==> src/include/tqv_periph_defines.svh <==
/*
 * Peripheral fabric sizing
 * Widths, slot counts and region decode bits shared by the fabric and its testbench
 */
`ifndef TQV_PERIPH_DEFINES_SVH
`define TQV_PERIPH_DEFINES_SVH

// Core bus widths
`define TQV_ADDR_W        11
`define TQV_DATA_W        32

// Output and input pin count
`define TQV_PINS          8

// Slot counts per region
`define TQV_USER_SLOTS    8
`define TQV_SIMPLE_SLOTS  4

// User slots from this one upwards live outside the fabric
`define TQV_EXT_FIRST     2
`define TQV_EXT_SLOTS     (`TQV_USER_SLOTS - `TQV_EXT_FIRST)

// Offset widths inside a slot (64 byte user, 16 byte simple)
`define TQV_OFFSET_W      6
`define TQV_SIMPLE_OFF_W  4

// Address bit that picks the simple region
`define TQV_REGION_BIT    10

`define TQV_GPIO_SLOT     1
`define TQV_UART_SLOT     2   // Owns pins 0 and 1 out of reset

`endif

==> src/rtl/tqv_bus_pkg.sv <==
/*
 * Core bus types
 * Access size codes, address regions and slot indices
 */
`default_nettype none

`include "tqv_periph_defines.svh"

package tqv_bus_pkg;

    // Request size as driven by the core, all ones means idle
    typedef enum logic [1:0] {
        SIZE_BYTE = 2'b00,
        SIZE_HALF = 2'b01,
        SIZE_WORD = 2'b10,
        SIZE_NONE = 2'b11
    } access_size_t;

    // Taken straight from the region address bit
    typedef enum logic {
        REGION_USER   = 1'b0,
        REGION_SIMPLE = 1'b1
    } region_t;

    typedef logic [$clog2(`TQV_USER_SLOTS)-1:0]   user_slot_t;
    typedef logic [$clog2(`TQV_SIMPLE_SLOTS)-1:0] simple_slot_t;

endpackage

`default_nettype wire

==> src/rtl/tqv_gpio_pkg.sv <==
/*
 * GPIO block types
 * Register offsets and the per-pin output function select
 */
`default_nettype none

`include "tqv_periph_defines.svh"

package tqv_gpio_pkg;

    // Byte offsets inside the GPIO slot
    typedef enum logic [`TQV_OFFSET_W-1:0] {
        GPIO_OUT       = 6'h00,
        GPIO_IN        = 6'h04,
        GPIO_FUNC_BASE = 6'h20   // Pin p select at base + 4*p
    } gpio_reg_t;

    // Output source for one pin
    // When is_simple is set only slot[1:0] is meaningful
    typedef struct packed {
        logic       is_simple;
        logic [2:0] slot;
    } pin_func_t;

endpackage

`default_nettype wire

==> src/rtl/periph_bus_if.sv <==
/*
 * Internal slot bus
 * One decoded access from the address decoder to a built-in peripheral
 */
`timescale 1ns/1ps
`default_nettype none

`include "tqv_periph_defines.svh"

interface periph_bus_if;

    logic [`TQV_OFFSET_W-1:0] offset;
    logic [`TQV_DATA_W-1:0]   wdata;
    logic                     write;   // High only while this slot is written
    logic                     read;    // High only while this slot is read
    logic [`TQV_DATA_W-1:0]   rdata;

    modport dec  (output offset, wdata, write, read, input rdata);
    modport peri (input offset, wdata, write, read, output rdata);

endinterface

`default_nettype wire

==> src/rtl/periph_addr_decode.sv <==
/*
 * Peripheral address decoder
 * Splits the core address into user and simple slot selects and
 * gates write and read strobes, holding reads off while a result waits
 */
`timescale 1ns/1ps
`default_nettype none

`include "tqv_periph_defines.svh"

module periph_addr_decode (
    input  wire [`TQV_ADDR_W-1:0]        i_addr,
    input  wire [`TQV_DATA_W-1:0]        i_wdata,
    input  wire tqv_bus_pkg::access_size_t i_write_n,
    input  wire tqv_bus_pkg::access_size_t i_read_n,
    input  wire                          i_result_pending,

    periph_bus_if.dec                    gpio_bus,

    output logic [`TQV_USER_SLOTS-1:0]   o_user_sel,
    output logic [`TQV_SIMPLE_SLOTS-1:0] o_simple_sel,
    output logic                         o_sel_simple,
    output tqv_bus_pkg::user_slot_t      o_user_idx,
    output tqv_bus_pkg::simple_slot_t    o_simple_idx,
    output tqv_bus_pkg::access_size_t    o_slot_write_n,
    output tqv_bus_pkg::access_size_t    o_slot_read_n
);

    tqv_bus_pkg::region_t region;
    logic                 write_req;
    logic                 read_req;

    assign region       = tqv_bus_pkg::region_t'(i_addr[`TQV_REGION_BIT]);
    assign o_sel_simple = (region == tqv_bus_pkg::REGION_SIMPLE);

    // Bit 9 is not looked at, so the upper half of the user region aliases
    assign o_user_idx   = i_addr[`TQV_OFFSET_W +: $bits(tqv_bus_pkg::user_slot_t)];
    assign o_simple_idx = i_addr[`TQV_SIMPLE_OFF_W +: $bits(tqv_bus_pkg::simple_slot_t)];

    // Second read must not reach a slot while the held result is out
    assign o_slot_write_n = i_write_n;
    assign o_slot_read_n  = i_result_pending ? tqv_bus_pkg::SIZE_NONE : i_read_n;

    assign write_req = (o_slot_write_n != tqv_bus_pkg::SIZE_NONE);
    assign read_req  = (o_slot_read_n != tqv_bus_pkg::SIZE_NONE);

    // One-hot select within the addressed region
    always_comb begin
        o_user_sel   = '0;
        o_simple_sel = '0;
        if (o_sel_simple) begin
            o_simple_sel[o_simple_idx] = 1'b1;
        end else begin
            o_user_sel[o_user_idx] = 1'b1;
        end
    end

    assign gpio_bus.offset = i_addr[`TQV_OFFSET_W-1:0];
    assign gpio_bus.wdata  = i_wdata;
    assign gpio_bus.write  = o_user_sel[`TQV_GPIO_SLOT] & write_req;
    assign gpio_bus.read   = o_user_sel[`TQV_GPIO_SLOT] & read_req;

endmodule

`default_nettype wire

==> src/rtl/gpio_regs.sv <==
/*
 * GPIO register block
 * Output byte, input pin readback and one output function select per pin
 */
`timescale 1ns/1ps
`default_nettype none

`include "tqv_periph_defines.svh"

module gpio_regs (
    input  wire                     clk,
    input  wire                     rst_n,
    input  wire [`TQV_PINS-1:0]     i_pins_in,

    periph_bus_if.peri              bus,

    output logic [`TQV_PINS-1:0]    o_gpio_out,
    output tqv_gpio_pkg::pin_func_t [`TQV_PINS-1:0] o_pin_func
);

    localparam int IDX_W = $clog2(`TQV_PINS);

    // Offset bits that carry the pin number of a function select
    localparam logic [`TQV_OFFSET_W-1:0] FUNC_IDX_MASK = `TQV_OFFSET_W'((`TQV_PINS - 1) << 2);

    logic [`TQV_PINS-1:0]                   gpio_out;
    tqv_gpio_pkg::pin_func_t [`TQV_PINS-1:0] func_sel;
    logic                                   func_hit;
    logic [IDX_W-1:0]                       func_idx;

    assign func_hit = ((bus.offset & ~FUNC_IDX_MASK) == tqv_gpio_pkg::GPIO_FUNC_BASE);
    assign func_idx = bus.offset[2 +: IDX_W];

    always_ff @(posedge clk) begin
        if (!rst_n) begin
            gpio_out <= '0;
            for (int p = 0; p < `TQV_PINS; p++) begin
                func_sel[p].is_simple <= 1'b0;
                // UART pins come up on the UART slot, the rest on GPIO
                func_sel[p].slot <= (p == 0 || p == 1) ? 3'(`TQV_UART_SLOT)
                                                       : 3'(`TQV_GPIO_SLOT);
            end
        end else if (bus.write) begin
            if (bus.offset == tqv_gpio_pkg::GPIO_OUT) begin
                gpio_out <= bus.wdata[`TQV_PINS-1:0];
            end
            if (func_hit) begin
                func_sel[func_idx] <= tqv_gpio_pkg::pin_func_t'(bus.wdata[3:0]);
            end
        end
    end

    // Readback, zero at offsets with no register
    always_comb begin
        bus.rdata = '0;
        if (bus.offset == tqv_gpio_pkg::GPIO_OUT) begin
            bus.rdata[`TQV_PINS-1:0] = gpio_out;
        end else if (bus.offset == tqv_gpio_pkg::GPIO_IN) begin
            bus.rdata[`TQV_PINS-1:0] = i_pins_in;   // Already synchronized outside
        end else if (func_hit) begin
            bus.rdata[3:0] = func_sel[func_idx];
        end
    end

    assign o_gpio_out = gpio_out;
    assign o_pin_func = func_sel;

endmodule

`default_nettype wire

==> src/rtl/pin_func_router.sv <==
/*
 * Output pin router
 * Each output pin takes its bit from the slot its function select names
 */
`timescale 1ns/1ps
`default_nettype none

`include "tqv_periph_defines.svh"

module pin_func_router (
    input  wire tqv_gpio_pkg::pin_func_t [`TQV_PINS-1:0]        i_pin_func,
    input  wire [`TQV_PINS-1:0]                                 i_gpio_out,
    input  wire [`TQV_EXT_SLOTS-1:0][`TQV_PINS-1:0]             i_ext_user_uo,
    input  wire [`TQV_SIMPLE_SLOTS-1:0][`TQV_PINS-1:0]          i_simple_uo,
    output logic [`TQV_PINS-1:0]                                o_uo_out
);

    logic [`TQV_USER_SLOTS-1:0][`TQV_PINS-1:0] user_uo;

    // Full user slot table, slot 0 is reserved and drives nothing
    always_comb begin
        user_uo = '0;
        user_uo[`TQV_GPIO_SLOT] = i_gpio_out;
        for (int k = 0; k < `TQV_EXT_SLOTS; k++) begin
            user_uo[`TQV_EXT_FIRST + k] = i_ext_user_uo[k];
        end
    end

    always_comb begin
        tqv_bus_pkg::user_slot_t   u;
        tqv_bus_pkg::simple_slot_t s;
        u = '0;
        s = '0;
        for (int p = 0; p < `TQV_PINS; p++) begin
            u = i_pin_func[p].slot;
            s = tqv_bus_pkg::simple_slot_t'(i_pin_func[p].slot[1:0]);
            // Pin p always takes bit p of its source
            o_uo_out[p] = i_pin_func[p].is_simple ? i_simple_uo[s][p] : user_uo[u][p];
        end
    end

endmodule

`default_nettype wire

==> src/rtl/read_return.sv <==
/*
 * Read return path
 * Picks data and ready from the selected slot, registers the read result
 * and keeps it until the core signals the read complete
 */
`timescale 1ns/1ps
`default_nettype none

`include "tqv_periph_defines.svh"

module read_return (
    input  wire                                      clk,
    input  wire                                      rst_n,
    input  wire                                      i_sel_simple,
    input  wire tqv_bus_pkg::user_slot_t             i_user_idx,
    input  wire tqv_bus_pkg::simple_slot_t           i_simple_idx,
    input  wire [`TQV_DATA_W-1:0]                    i_gpio_rdata,
    input  wire [`TQV_EXT_SLOTS-1:0][`TQV_DATA_W-1:0] i_ext_user_rdata,
    input  wire [`TQV_EXT_SLOTS-1:0]                 i_ext_user_ready,
    input  wire [`TQV_SIMPLE_SLOTS-1:0][7:0]         i_simple_rdata,
    input  wire tqv_bus_pkg::access_size_t           i_read_n,
    input  wire tqv_bus_pkg::access_size_t           i_write_n,
    input  wire                                      i_read_complete,
    output logic [`TQV_DATA_W-1:0]                   o_data_out,
    output logic                                     o_data_ready,
    output logic                                     o_result_pending
);

    logic [`TQV_USER_SLOTS-1:0][`TQV_DATA_W-1:0] user_rdata;
    logic [`TQV_USER_SLOTS-1:0]                  user_ready;
    logic [`TQV_DATA_W-1:0]                      peri_data;
    logic                                        peri_ready;
    logic                                        read_req;
    logic                                        capture;
    logic                                        hold;
    logic                                        ready_r;
    logic [`TQV_DATA_W-1:0]                      data_r;

    // Internal slots answer at once, external ones when they say so
    always_comb begin
        user_rdata = '0;
        user_ready = '1;
        user_rdata[`TQV_GPIO_SLOT] = i_gpio_rdata;
        for (int k = 0; k < `TQV_EXT_SLOTS; k++) begin
            user_rdata[`TQV_EXT_FIRST + k] = i_ext_user_rdata[k];
            user_ready[`TQV_EXT_FIRST + k] = i_ext_user_ready[k];
        end
    end

    always_comb begin
        peri_data = '0;
        if (i_sel_simple) begin
            peri_data[7:0] = i_simple_rdata[i_simple_idx];   // Byte slots, zero extended
            peri_ready     = 1'b1;
        end else begin
            peri_data  = user_rdata[i_user_idx];
            peri_ready = user_ready[i_user_idx];
        end
    end

    assign read_req = (i_read_n != tqv_bus_pkg::SIZE_NONE);
    assign capture  = !hold && peri_ready && read_req;

    always_ff @(posedge clk) begin
        if (!rst_n) begin
            hold    <= 1'b0;
            ready_r <= 1'b0;
        end else begin
            if (i_read_complete) hold <= 1'b0;
            if (capture) hold <= 1'b1;        // New capture wins over complete
            ready_r <= read_req && peri_ready;   // Lines up with data_r
        end
    end

    always_ff @(posedge clk) begin
        if (capture) data_r <= peri_data;
    end

    assign o_data_out       = data_r;
    assign o_data_ready     = ready_r || (i_write_n != tqv_bus_pkg::SIZE_NONE);
    assign o_result_pending = ready_r;

endmodule

`default_nettype wire

==> src/rtl/tqv_periph_fabric.sv <==
/*
 * Peripheral bus fabric top
 * Address decode, GPIO block, pin routing and read return for the core bus
 */
`timescale 1ns/1ps
`default_nettype none

`include "tqv_periph_defines.svh"

module tqv_periph_fabric (
    input  wire                                      clk,
    input  wire                                      rst_n,
    input  wire [`TQV_PINS-1:0]                      i_ui_in,
    input  wire [`TQV_ADDR_W-1:0]                    i_addr,
    input  wire [`TQV_DATA_W-1:0]                    i_data_in,
    input  wire tqv_bus_pkg::access_size_t           i_data_write_n,
    input  wire tqv_bus_pkg::access_size_t           i_data_read_n,
    input  wire                                      i_data_read_complete,

    // External user slots 2 to 7
    input  wire [`TQV_EXT_SLOTS-1:0][`TQV_DATA_W-1:0] i_user_rdata,
    input  wire [`TQV_EXT_SLOTS-1:0]                 i_user_ready,
    input  wire [`TQV_EXT_SLOTS-1:0][`TQV_PINS-1:0]  i_user_uo,

    // External simple slots
    input  wire [`TQV_SIMPLE_SLOTS-1:0][7:0]         i_simple_rdata,
    input  wire [`TQV_SIMPLE_SLOTS-1:0][`TQV_PINS-1:0] i_simple_uo,

    output logic [`TQV_PINS-1:0]                     o_uo_out,
    output logic [`TQV_DATA_W-1:0]                   o_data_out,
    output logic                                     o_data_ready,
    output logic [`TQV_OFFSET_W-1:0]                 o_periph_offset,
    output logic [`TQV_DATA_W-1:0]                   o_periph_wdata,
    output logic [`TQV_USER_SLOTS-1:0]               o_user_sel,
    output logic [`TQV_SIMPLE_SLOTS-1:0]             o_simple_sel,
    output tqv_bus_pkg::access_size_t                o_slot_write_n,
    output tqv_bus_pkg::access_size_t                o_slot_read_n
);

    logic                                    sel_simple;
    tqv_bus_pkg::user_slot_t                 user_idx;
    tqv_bus_pkg::simple_slot_t               simple_idx;
    logic                                    result_pending;
    logic [`TQV_PINS-1:0]                    gpio_out;
    tqv_gpio_pkg::pin_func_t [`TQV_PINS-1:0] pin_func;

    periph_bus_if gpio_bus ();

    periph_addr_decode u_decode (
        .i_addr           (i_addr),
        .i_wdata          (i_data_in),
        .i_write_n        (i_data_write_n),
        .i_read_n         (i_data_read_n),
        .i_result_pending (result_pending),
        .gpio_bus         (gpio_bus.dec),
        .o_user_sel       (o_user_sel),
        .o_simple_sel     (o_simple_sel),
        .o_sel_simple     (sel_simple),
        .o_user_idx       (user_idx),
        .o_simple_idx     (simple_idx),
        .o_slot_write_n   (o_slot_write_n),
        .o_slot_read_n    (o_slot_read_n)
    );

    // Offset and write data are shared by every slot
    assign o_periph_offset = gpio_bus.offset;
    assign o_periph_wdata  = gpio_bus.wdata;

    gpio_regs u_gpio (
        .clk        (clk),
        .rst_n      (rst_n),
        .i_pins_in  (i_ui_in),
        .bus        (gpio_bus.peri),
        .o_gpio_out (gpio_out),
        .o_pin_func (pin_func)
    );

    pin_func_router u_router (
        .i_pin_func    (pin_func),
        .i_gpio_out    (gpio_out),
        .i_ext_user_uo (i_user_uo),
        .i_simple_uo   (i_simple_uo),
        .o_uo_out      (o_uo_out)
    );

    read_return u_return (
        .clk              (clk),
        .rst_n            (rst_n),
        .i_sel_simple     (sel_simple),
        .i_user_idx       (user_idx),
        .i_simple_idx     (simple_idx),
        .i_gpio_rdata     (gpio_bus.rdata),
        .i_ext_user_rdata (i_user_rdata),
        .i_ext_user_ready (i_user_ready),
        .i_simple_rdata   (i_simple_rdata),
        .i_read_n         (i_data_read_n),
        .i_write_n        (i_data_write_n),
        .i_read_complete  (i_data_read_complete),
        .o_data_out       (o_data_out),
        .o_data_ready     (o_data_ready),
        .o_result_pending (result_pending)
    );

endmodule

`default_nettype wire

==> config.mk <==
export PLATFORM = sky130hd
export DESIGN_NAME = tqv_periph_fabric
export DESIGN_NICKNAME = d
export VERILOG_FILES = /design/src/rtl/tqv_bus_pkg.sv /design/src/rtl/tqv_gpio_pkg.sv /design/src/rtl/periph_bus_if.sv /design/src/rtl/periph_addr_decode.sv /design/src/rtl/gpio_regs.sv /design/src/rtl/pin_func_router.sv /design/src/rtl/read_return.sv /design/src/rtl/tqv_periph_fabric.sv
export VERILOG_INCLUDE_DIRS = /design/src /design/src/include
export SDC_FILE = /design/constraint.sdc
export NUM_CORES = 1
export LEC_CHECK = 0
export BUFFER_PORTS_ARGS = -buffer_cell sky130_fd_sc_hd__buf_2
export CORE_AREA = 3 3 177 179
export DETAILED_ROUTE_END_ITERATION = 10
export DIE_AREA = 0 0 180 182
export PLACE_DENSITY = 0.59
export SLEW_MARGIN = 30
export SYNTH_ARGS = -nofsm -noshare
export SYNTH_HDL_FRONTEND = slang
export SYNTH_SLANG_ARGS = --single-unit
==> constraint.sdc <==
create_clock -name clk -period 4.8 [get_ports clk]
set_input_delay 0.96 -clock clk [delete_from_list [all_inputs] [get_ports clk]]
set_output_delay 0.96 -clock clk [all_outputs]
set_load 0.01 [all_outputs]
### After elaboration in Yosys (flattened, before gate mapping)

Index checks and enable logic that the tools add are counted.

| operators by class | value |
|---|---|
| mux-type cells | 66 |
| equal/unequal tests | 4 |
| bitwise logic cells | 1 |
| reductions and logical operators | 12 |
| magnitude comparators | 22 |

Operator list:

| kind | number |
|---|---|
| binary-select mux 8 bit (select 3 bit) | 8 |
| binary-select mux 8 bit (select 2 bit) | 9 |
| binary-select mux 32 bit (select 3 bit) | 1 |
| 2-to-1 mux 8 bit | 6 |
| < comparator 3 x 4 -> 1 bit, second input constant | 10 |
| bitwise mux 32 bit | 1 |
| 2-to-1 mux 32 bit | 1 |
| 2-to-1 mux 4 bit | 8 |
| < comparator 2 x 3 -> 1 bit, second input constant | 9 |
| 2-to-1 mux 1 bit | 16 |
| 2-to-1 mux 7 bit | 2 |
| binary-select mux 4 bit (select 3 bit) | 1 |
| demux 4 bit (select 3 bit) | 1 |
| 2-to-1 mux 6 bit | 2 |
| 2-to-1 mux 5 bit | 2 |
| == test 6 x 3 -> 1 bit, second input constant | 1 |
| greater-or-equal comparator 3 x 1 -> 1 bit, second input constant | 2 |
| logical AND 1 bit | 6 |
| zero test 6 bit | 1 |
| 2-to-1 mux 2 bit | 3 |
| 2-to-1 mux 3 bit | 2 |
| != test 2 bit, second input constant | 2 |
| AND reduction 2 bit | 2 |
| binary-select mux 1 bit (select 3 bit) | 1 |
| other kinds (8) | 8 |

| storage, ports and cells | value |
|---|---|
| register bits | 74 |
| output and inout bits | 95 |
| logic and storage cells | 126 |
| input bits | 368 |

### Longest topological paths before layout

| logic depth | value |
|---|---|
| depth after elaboration | 8 |
| depth in mapped cells | 7 |
| depth with buffers taken out | 5 |

### Hierarchy

A second synthesis with hierarchy kept.

| unflattened totals | value |
|---|---|
| cells, all modules | 703 |
| area, all modules | 7160.6 um^2 |

By module, submodules not included:

| module | area each (um^2) | times used | seq. area each (um^2) | cells each |
|---|---|---|---|---|
| read_return | 3360.7 | 1 | 1001.0 | 274 |
| gpio_regs | 2471.1 | 1 | 800.8 | 289 |
| pin_func_router | 850.8 | 1 | 0.0 | 72 |
| periph_addr_decode | 478.0 | 1 | 0.0 | 68 |

### Least setup slack after synthesis

Ideal clock, no wire load.

| path | value |
|---|---|
| path type | input port to flip-flop |
| start point | input port i_addr[6] |
| end point | register u_return.data_r[0], in the netlist u_return.o_data_out[0], enable pin |
| path buffers | 2 |
| arrival | 4.140 ns |
| stages on the path | 6 |
| setup time | 0.468 ns |
| data required time | 4.332 ns |
| setup slack | 0.192 ns |
| cells stage by stage | buf_4 > clkbuf_1 > nand3_1 > o211ai_1 > a21oi_1 > nor3b_1 |

| between the ends | value |
|---|---|
| longest elaborated chain between the ends | 5 |

Ends and longest elaborated chain:

| what | RTL line | RTL |
|---|---|---|
| from (decl) | tqv_periph_fabric.sv:14 | `` input wire [`TQV_ADDR_W-1:0] i_addr, `` |
| binary-select mux 1 bit (select 3 bit) | read_return.sv:57 | `peri_ready = user_ready[i_user_idx];` |
| 2-to-1 mux 1 bit (not written as such) | read_return.sv:57 |  |
| 2-to-1 mux 1 bit | read_return.sv:52 | `if (i_sel_simple) begin` |
| logical AND 1 bit (2 in series) | read_return.sv:62 | `assign capture = !hold && peri_ready && read_req;` |
| net u_return.capture | read_return.sv:34 | `logic capture;` |
| to (signal assigned) | read_return.sv:76 | `if (capture) data_r <= peri_data;` |
| to (decl) | read_return.sv:37 | `` logic [`TQV_DATA_W-1:0] data_r; `` |

The timed path passes the listed nets, and every way through them passes these cells. The select of a mux whose other input is x is not followed.
A chain may end at the register's enable or synchronous reset.

### Worst setup path after layout

| path | value |
|---|---|
| start point | input port i_addr[6] |
| end point | output port o_user_sel[1] |

| between the ends | value |
|---|---|
| longest elaborated chain between the ends | 5 |
| elaborated cells on any way between the ends | 6 |
| classes of those cells | order compare: 2; mux: 3; reduce/logical: 1 |

Ends and longest elaborated chain:

| what | RTL line | RTL |
|---|---|---|
| < comparator 3 x 4 -> 1 bit (not written as such) or greater-or-equal comparator 3 x 1 -> 1 bit (tied branches) | periph_addr_decode.sv:54 | `o_user_sel[o_user_idx] = 1'b1;` |
| logical AND 1 bit (not written as such) | periph_addr_decode.sv:54 |  |
| 2-to-1 mux 1 bit (not written as such) | periph_addr_decode.sv:54 |  |
| demux 1 bit (select 3 bit) * | - |  |
| 2-to-1 mux 8 bit * | periph_addr_decode.sv:51 | `if (o_sel_simple) begin` |
| to (decl) | tqv_periph_fabric.sv:34 | `` output logic [`TQV_USER_SLOTS-1:0] o_user_sel, `` |

Mark *: on every way between the ends. The rest lies on a longest branch, timed or not.

==> qor.yml <==
hpwl_um: 24000
fin_nets: 1364
routed_wl_um: 29600
worstHoldStart: "u_gpio.o_pin_func[19]"
ys_seq_area_share_pct: 28.9
synth.top_cell.area_share_pct: 15.4
hold_violations: 0
rows: 63
syn_area_per_cell_um2: 9.46
first_iter_violations: 338
fmax_mhz: 322
synth_ff_type: "dfxtp_1"
tightestPinTransition_ns: 0.881
crit_type: "in2out"
routedWlPerCell_um: 21.2
crit_path_max_fanout: 28
status: "complete, no violations"
stdcell_count: 1396
post-route-period-util_pct: 64.7
cp-start-kind: "primary input"
port_buffers: 413
netlist-cell-type-count: 53
cap_violations: 0
fin_area_um2: 8740
cts_max_path_buffers: 2
setup-violations-final: 0
power_density_nw_per_um2: 230
drive_above_1_share_pct: 50.9
power_mw: 2.01
clk_pin_slew_ns: 0.06
antenna_found_initial: 6
placed_cells: 1375
leakage_nw: 3.98
synth-edff-count: 32
grt_pass1_wl_um: 42300
worstReg2RegStart: "u_gpio.o_pin_func[4]"
h-tree-depth: 3
cts.sinks: 74
intPower_mw: 1.43
die_w_um: 180
end_kind: "primary output"
clkPwrFrac_pct: 39.2
seqPwrFrac_pct: 35.4
cts_buffers: 9
post_cts_buffers: 0
drtAntennaViolNets: 0
synth.area.top_cells: "edfxtp_1 (15%), mux2i_1 (15%), dfxtp_1 (13%)"
synth_top_area_cell: "edfxtp_1"
root_buffer: "clkbuf_16"
grt_max_degree: 59
grt_use_total_pct: 17.0
hold_class: "reg2reg"
vias: 6693
ys_warn_count: 0
drc: 0
r2r_setup_slack_ns: 3.19
drt-vias-per-instance: 4.79
startpoint: "i_addr[6]"
skew_ns: 0.00744
cp.required_ns: 3.84
ys_ff_latch: 74
slew_headroom_pct: 40.7
rsz0062_at_grt: "no"
nFillCells: 3196
post_cts_resized: 0
ir_drop_v: 0.000124
slew_viol_final: 0
grt_overflow: 0
combPwrFrac_pct: 25.4
netlist_instances: 659
gp_congestion: 0.853
finalCriticalPeriod_ns: 3.10
switching_power_uw: 582
synth_nets: 1027
whs_ns: 0.499
clk-insertion-delay-late_ns: 0.34
die_y_um: 182
coreArea_um2: 29700
start_util_pct: 21.0
fp.dieArea_um2: 32800
fin_tns_setup_ns: 0
cts_tree: "done"
synth_area_um2: 6230
synthArstFlopShare_pct: 0
drtPass1Iterations: 5
grt_pass1_vias: 6711
worstPathArrival_ns: 2.14
cts_hold_buf: 0
final_common_cell: "buf_2"
layout_common_cells: "buf_2 (412), mux2i_1 (93), nand2_1 (69), dfxtp_1 (42)"
area_growth_pct: 40.2
p_sw_share_pct: 28.9
io_pins: 463
placed_area_um2: 8380
kinds of logic after synthesis:
logic type	count (synthesis)	share of synthesized area, %
muxes	151	30.1
buffers and inverters	99	8.47
AOI/OAI and AO/OA	155	17.5
and+or+nand+nor	180	15.0
DFF	74	28.9
metrics by stage:
step / utilization, % / worst slack [ns]
floorplan: - / 0.192
CTS: 29.4 / 1.68
global placement: 28.2 / 1.48
detailed placement: 28.2 / 1.49
finish: 29.4 / 1.70
global route: 29.4 / 1.63
per-layer routing:
layer / track usage [%] / wire length [um] / part of all wire (%)
met1: 19.9 / 11400 / 39
met2: 31.4 / 15600 / 53
met3: 3.45 / 2060 / 7.0
met4: 5.14 / 470 / 1.6
met5: 0 / 10 / 0.034
flip-flops by register name, summed over array words and instances, names as in the netlist:
name,flops
u_gpio.o_pin_func,32
u_return.o_data_out,32
u_gpio.o_gpio_out,8
u_return.hold,1
u_return.o_result_pending,1
final timing paths:
| path | depth (start not counted) | to |
|---|---|---|
| min | 2 | u_gpio.o_pin_func[19] |
| max reg2reg | 4 | u_return.o_data_out[0] |
| min reg2reg | 2 | u_gpio.o_pin_func[19] |
| max | 4 | o_user_sel[1] |
worst max-delay path, cell delays in order:
cell,delay (ns)
buf_4,0.29
or4b_4,0.57
inv_1,0.16
buf_2,0.16
cells in the mapped netlist, types with 4 or more instances:
| master | count |
|---|---|
| nand3_1 | 10 |
| nand3b_1 | 8 |
| mux2i_1 | 93 |
| a211oi_1 | 10 |
| a21oi_1 | 29 |
| buf_4 | 41 |
| a22o_1 | 17 |
| nand2_1 | 69 |
| a31oi_1 | 11 |
| buf_1 | 7 |
| o21ai_0 | 23 |
| a22oi_1 | 18 |
| a21boi_0 | 8 |
| dfxtp_1 | 42 |
| a221oi_1 | 11 |
| mux2_2 | 32 |
| a2bb2oi_1 | 10 |
| nand4_1 | 4 |
| edfxtp_1 | 32 |
| nor2_1 | 30 |
| nand2b_1 | 9 |
| a222oi_1 | 6 |
| nor2b_1 | 24 |
| clkbuf_1 | 47 |
| nor3_1 | 4 |
| mux4_2 | 26 |
final cells by class:
type,count,area (um2),share of cell area [%]
multi-input cells,486,3920,44.8
repair buffers,423,2170,24.8
clock buffers,12,289,3.31
flip-flops and latches,74,1800,20.6
diodes,5,12.5,0.143
inverters,2,7.51,0.0859
clock inverters,4,52.6,0.601
well taps,390,488,5.58
power by group through the flow:
stage | sequential (mW) | clock (mW) | combinational [mW]
floorplan | 0.739 | 0 | 0.255
global route | 0.714 | 0.832 | 0.556
global placement | 0.726 | 0 | 0.513
finish | 0.712 | 0.788 | 0.511
detailed placement | 0.727 | 0 | 0.517
CTS | 0.713 | 0.812 | 0.519
No activity file was read; power rests on OpenSTA's default activity.
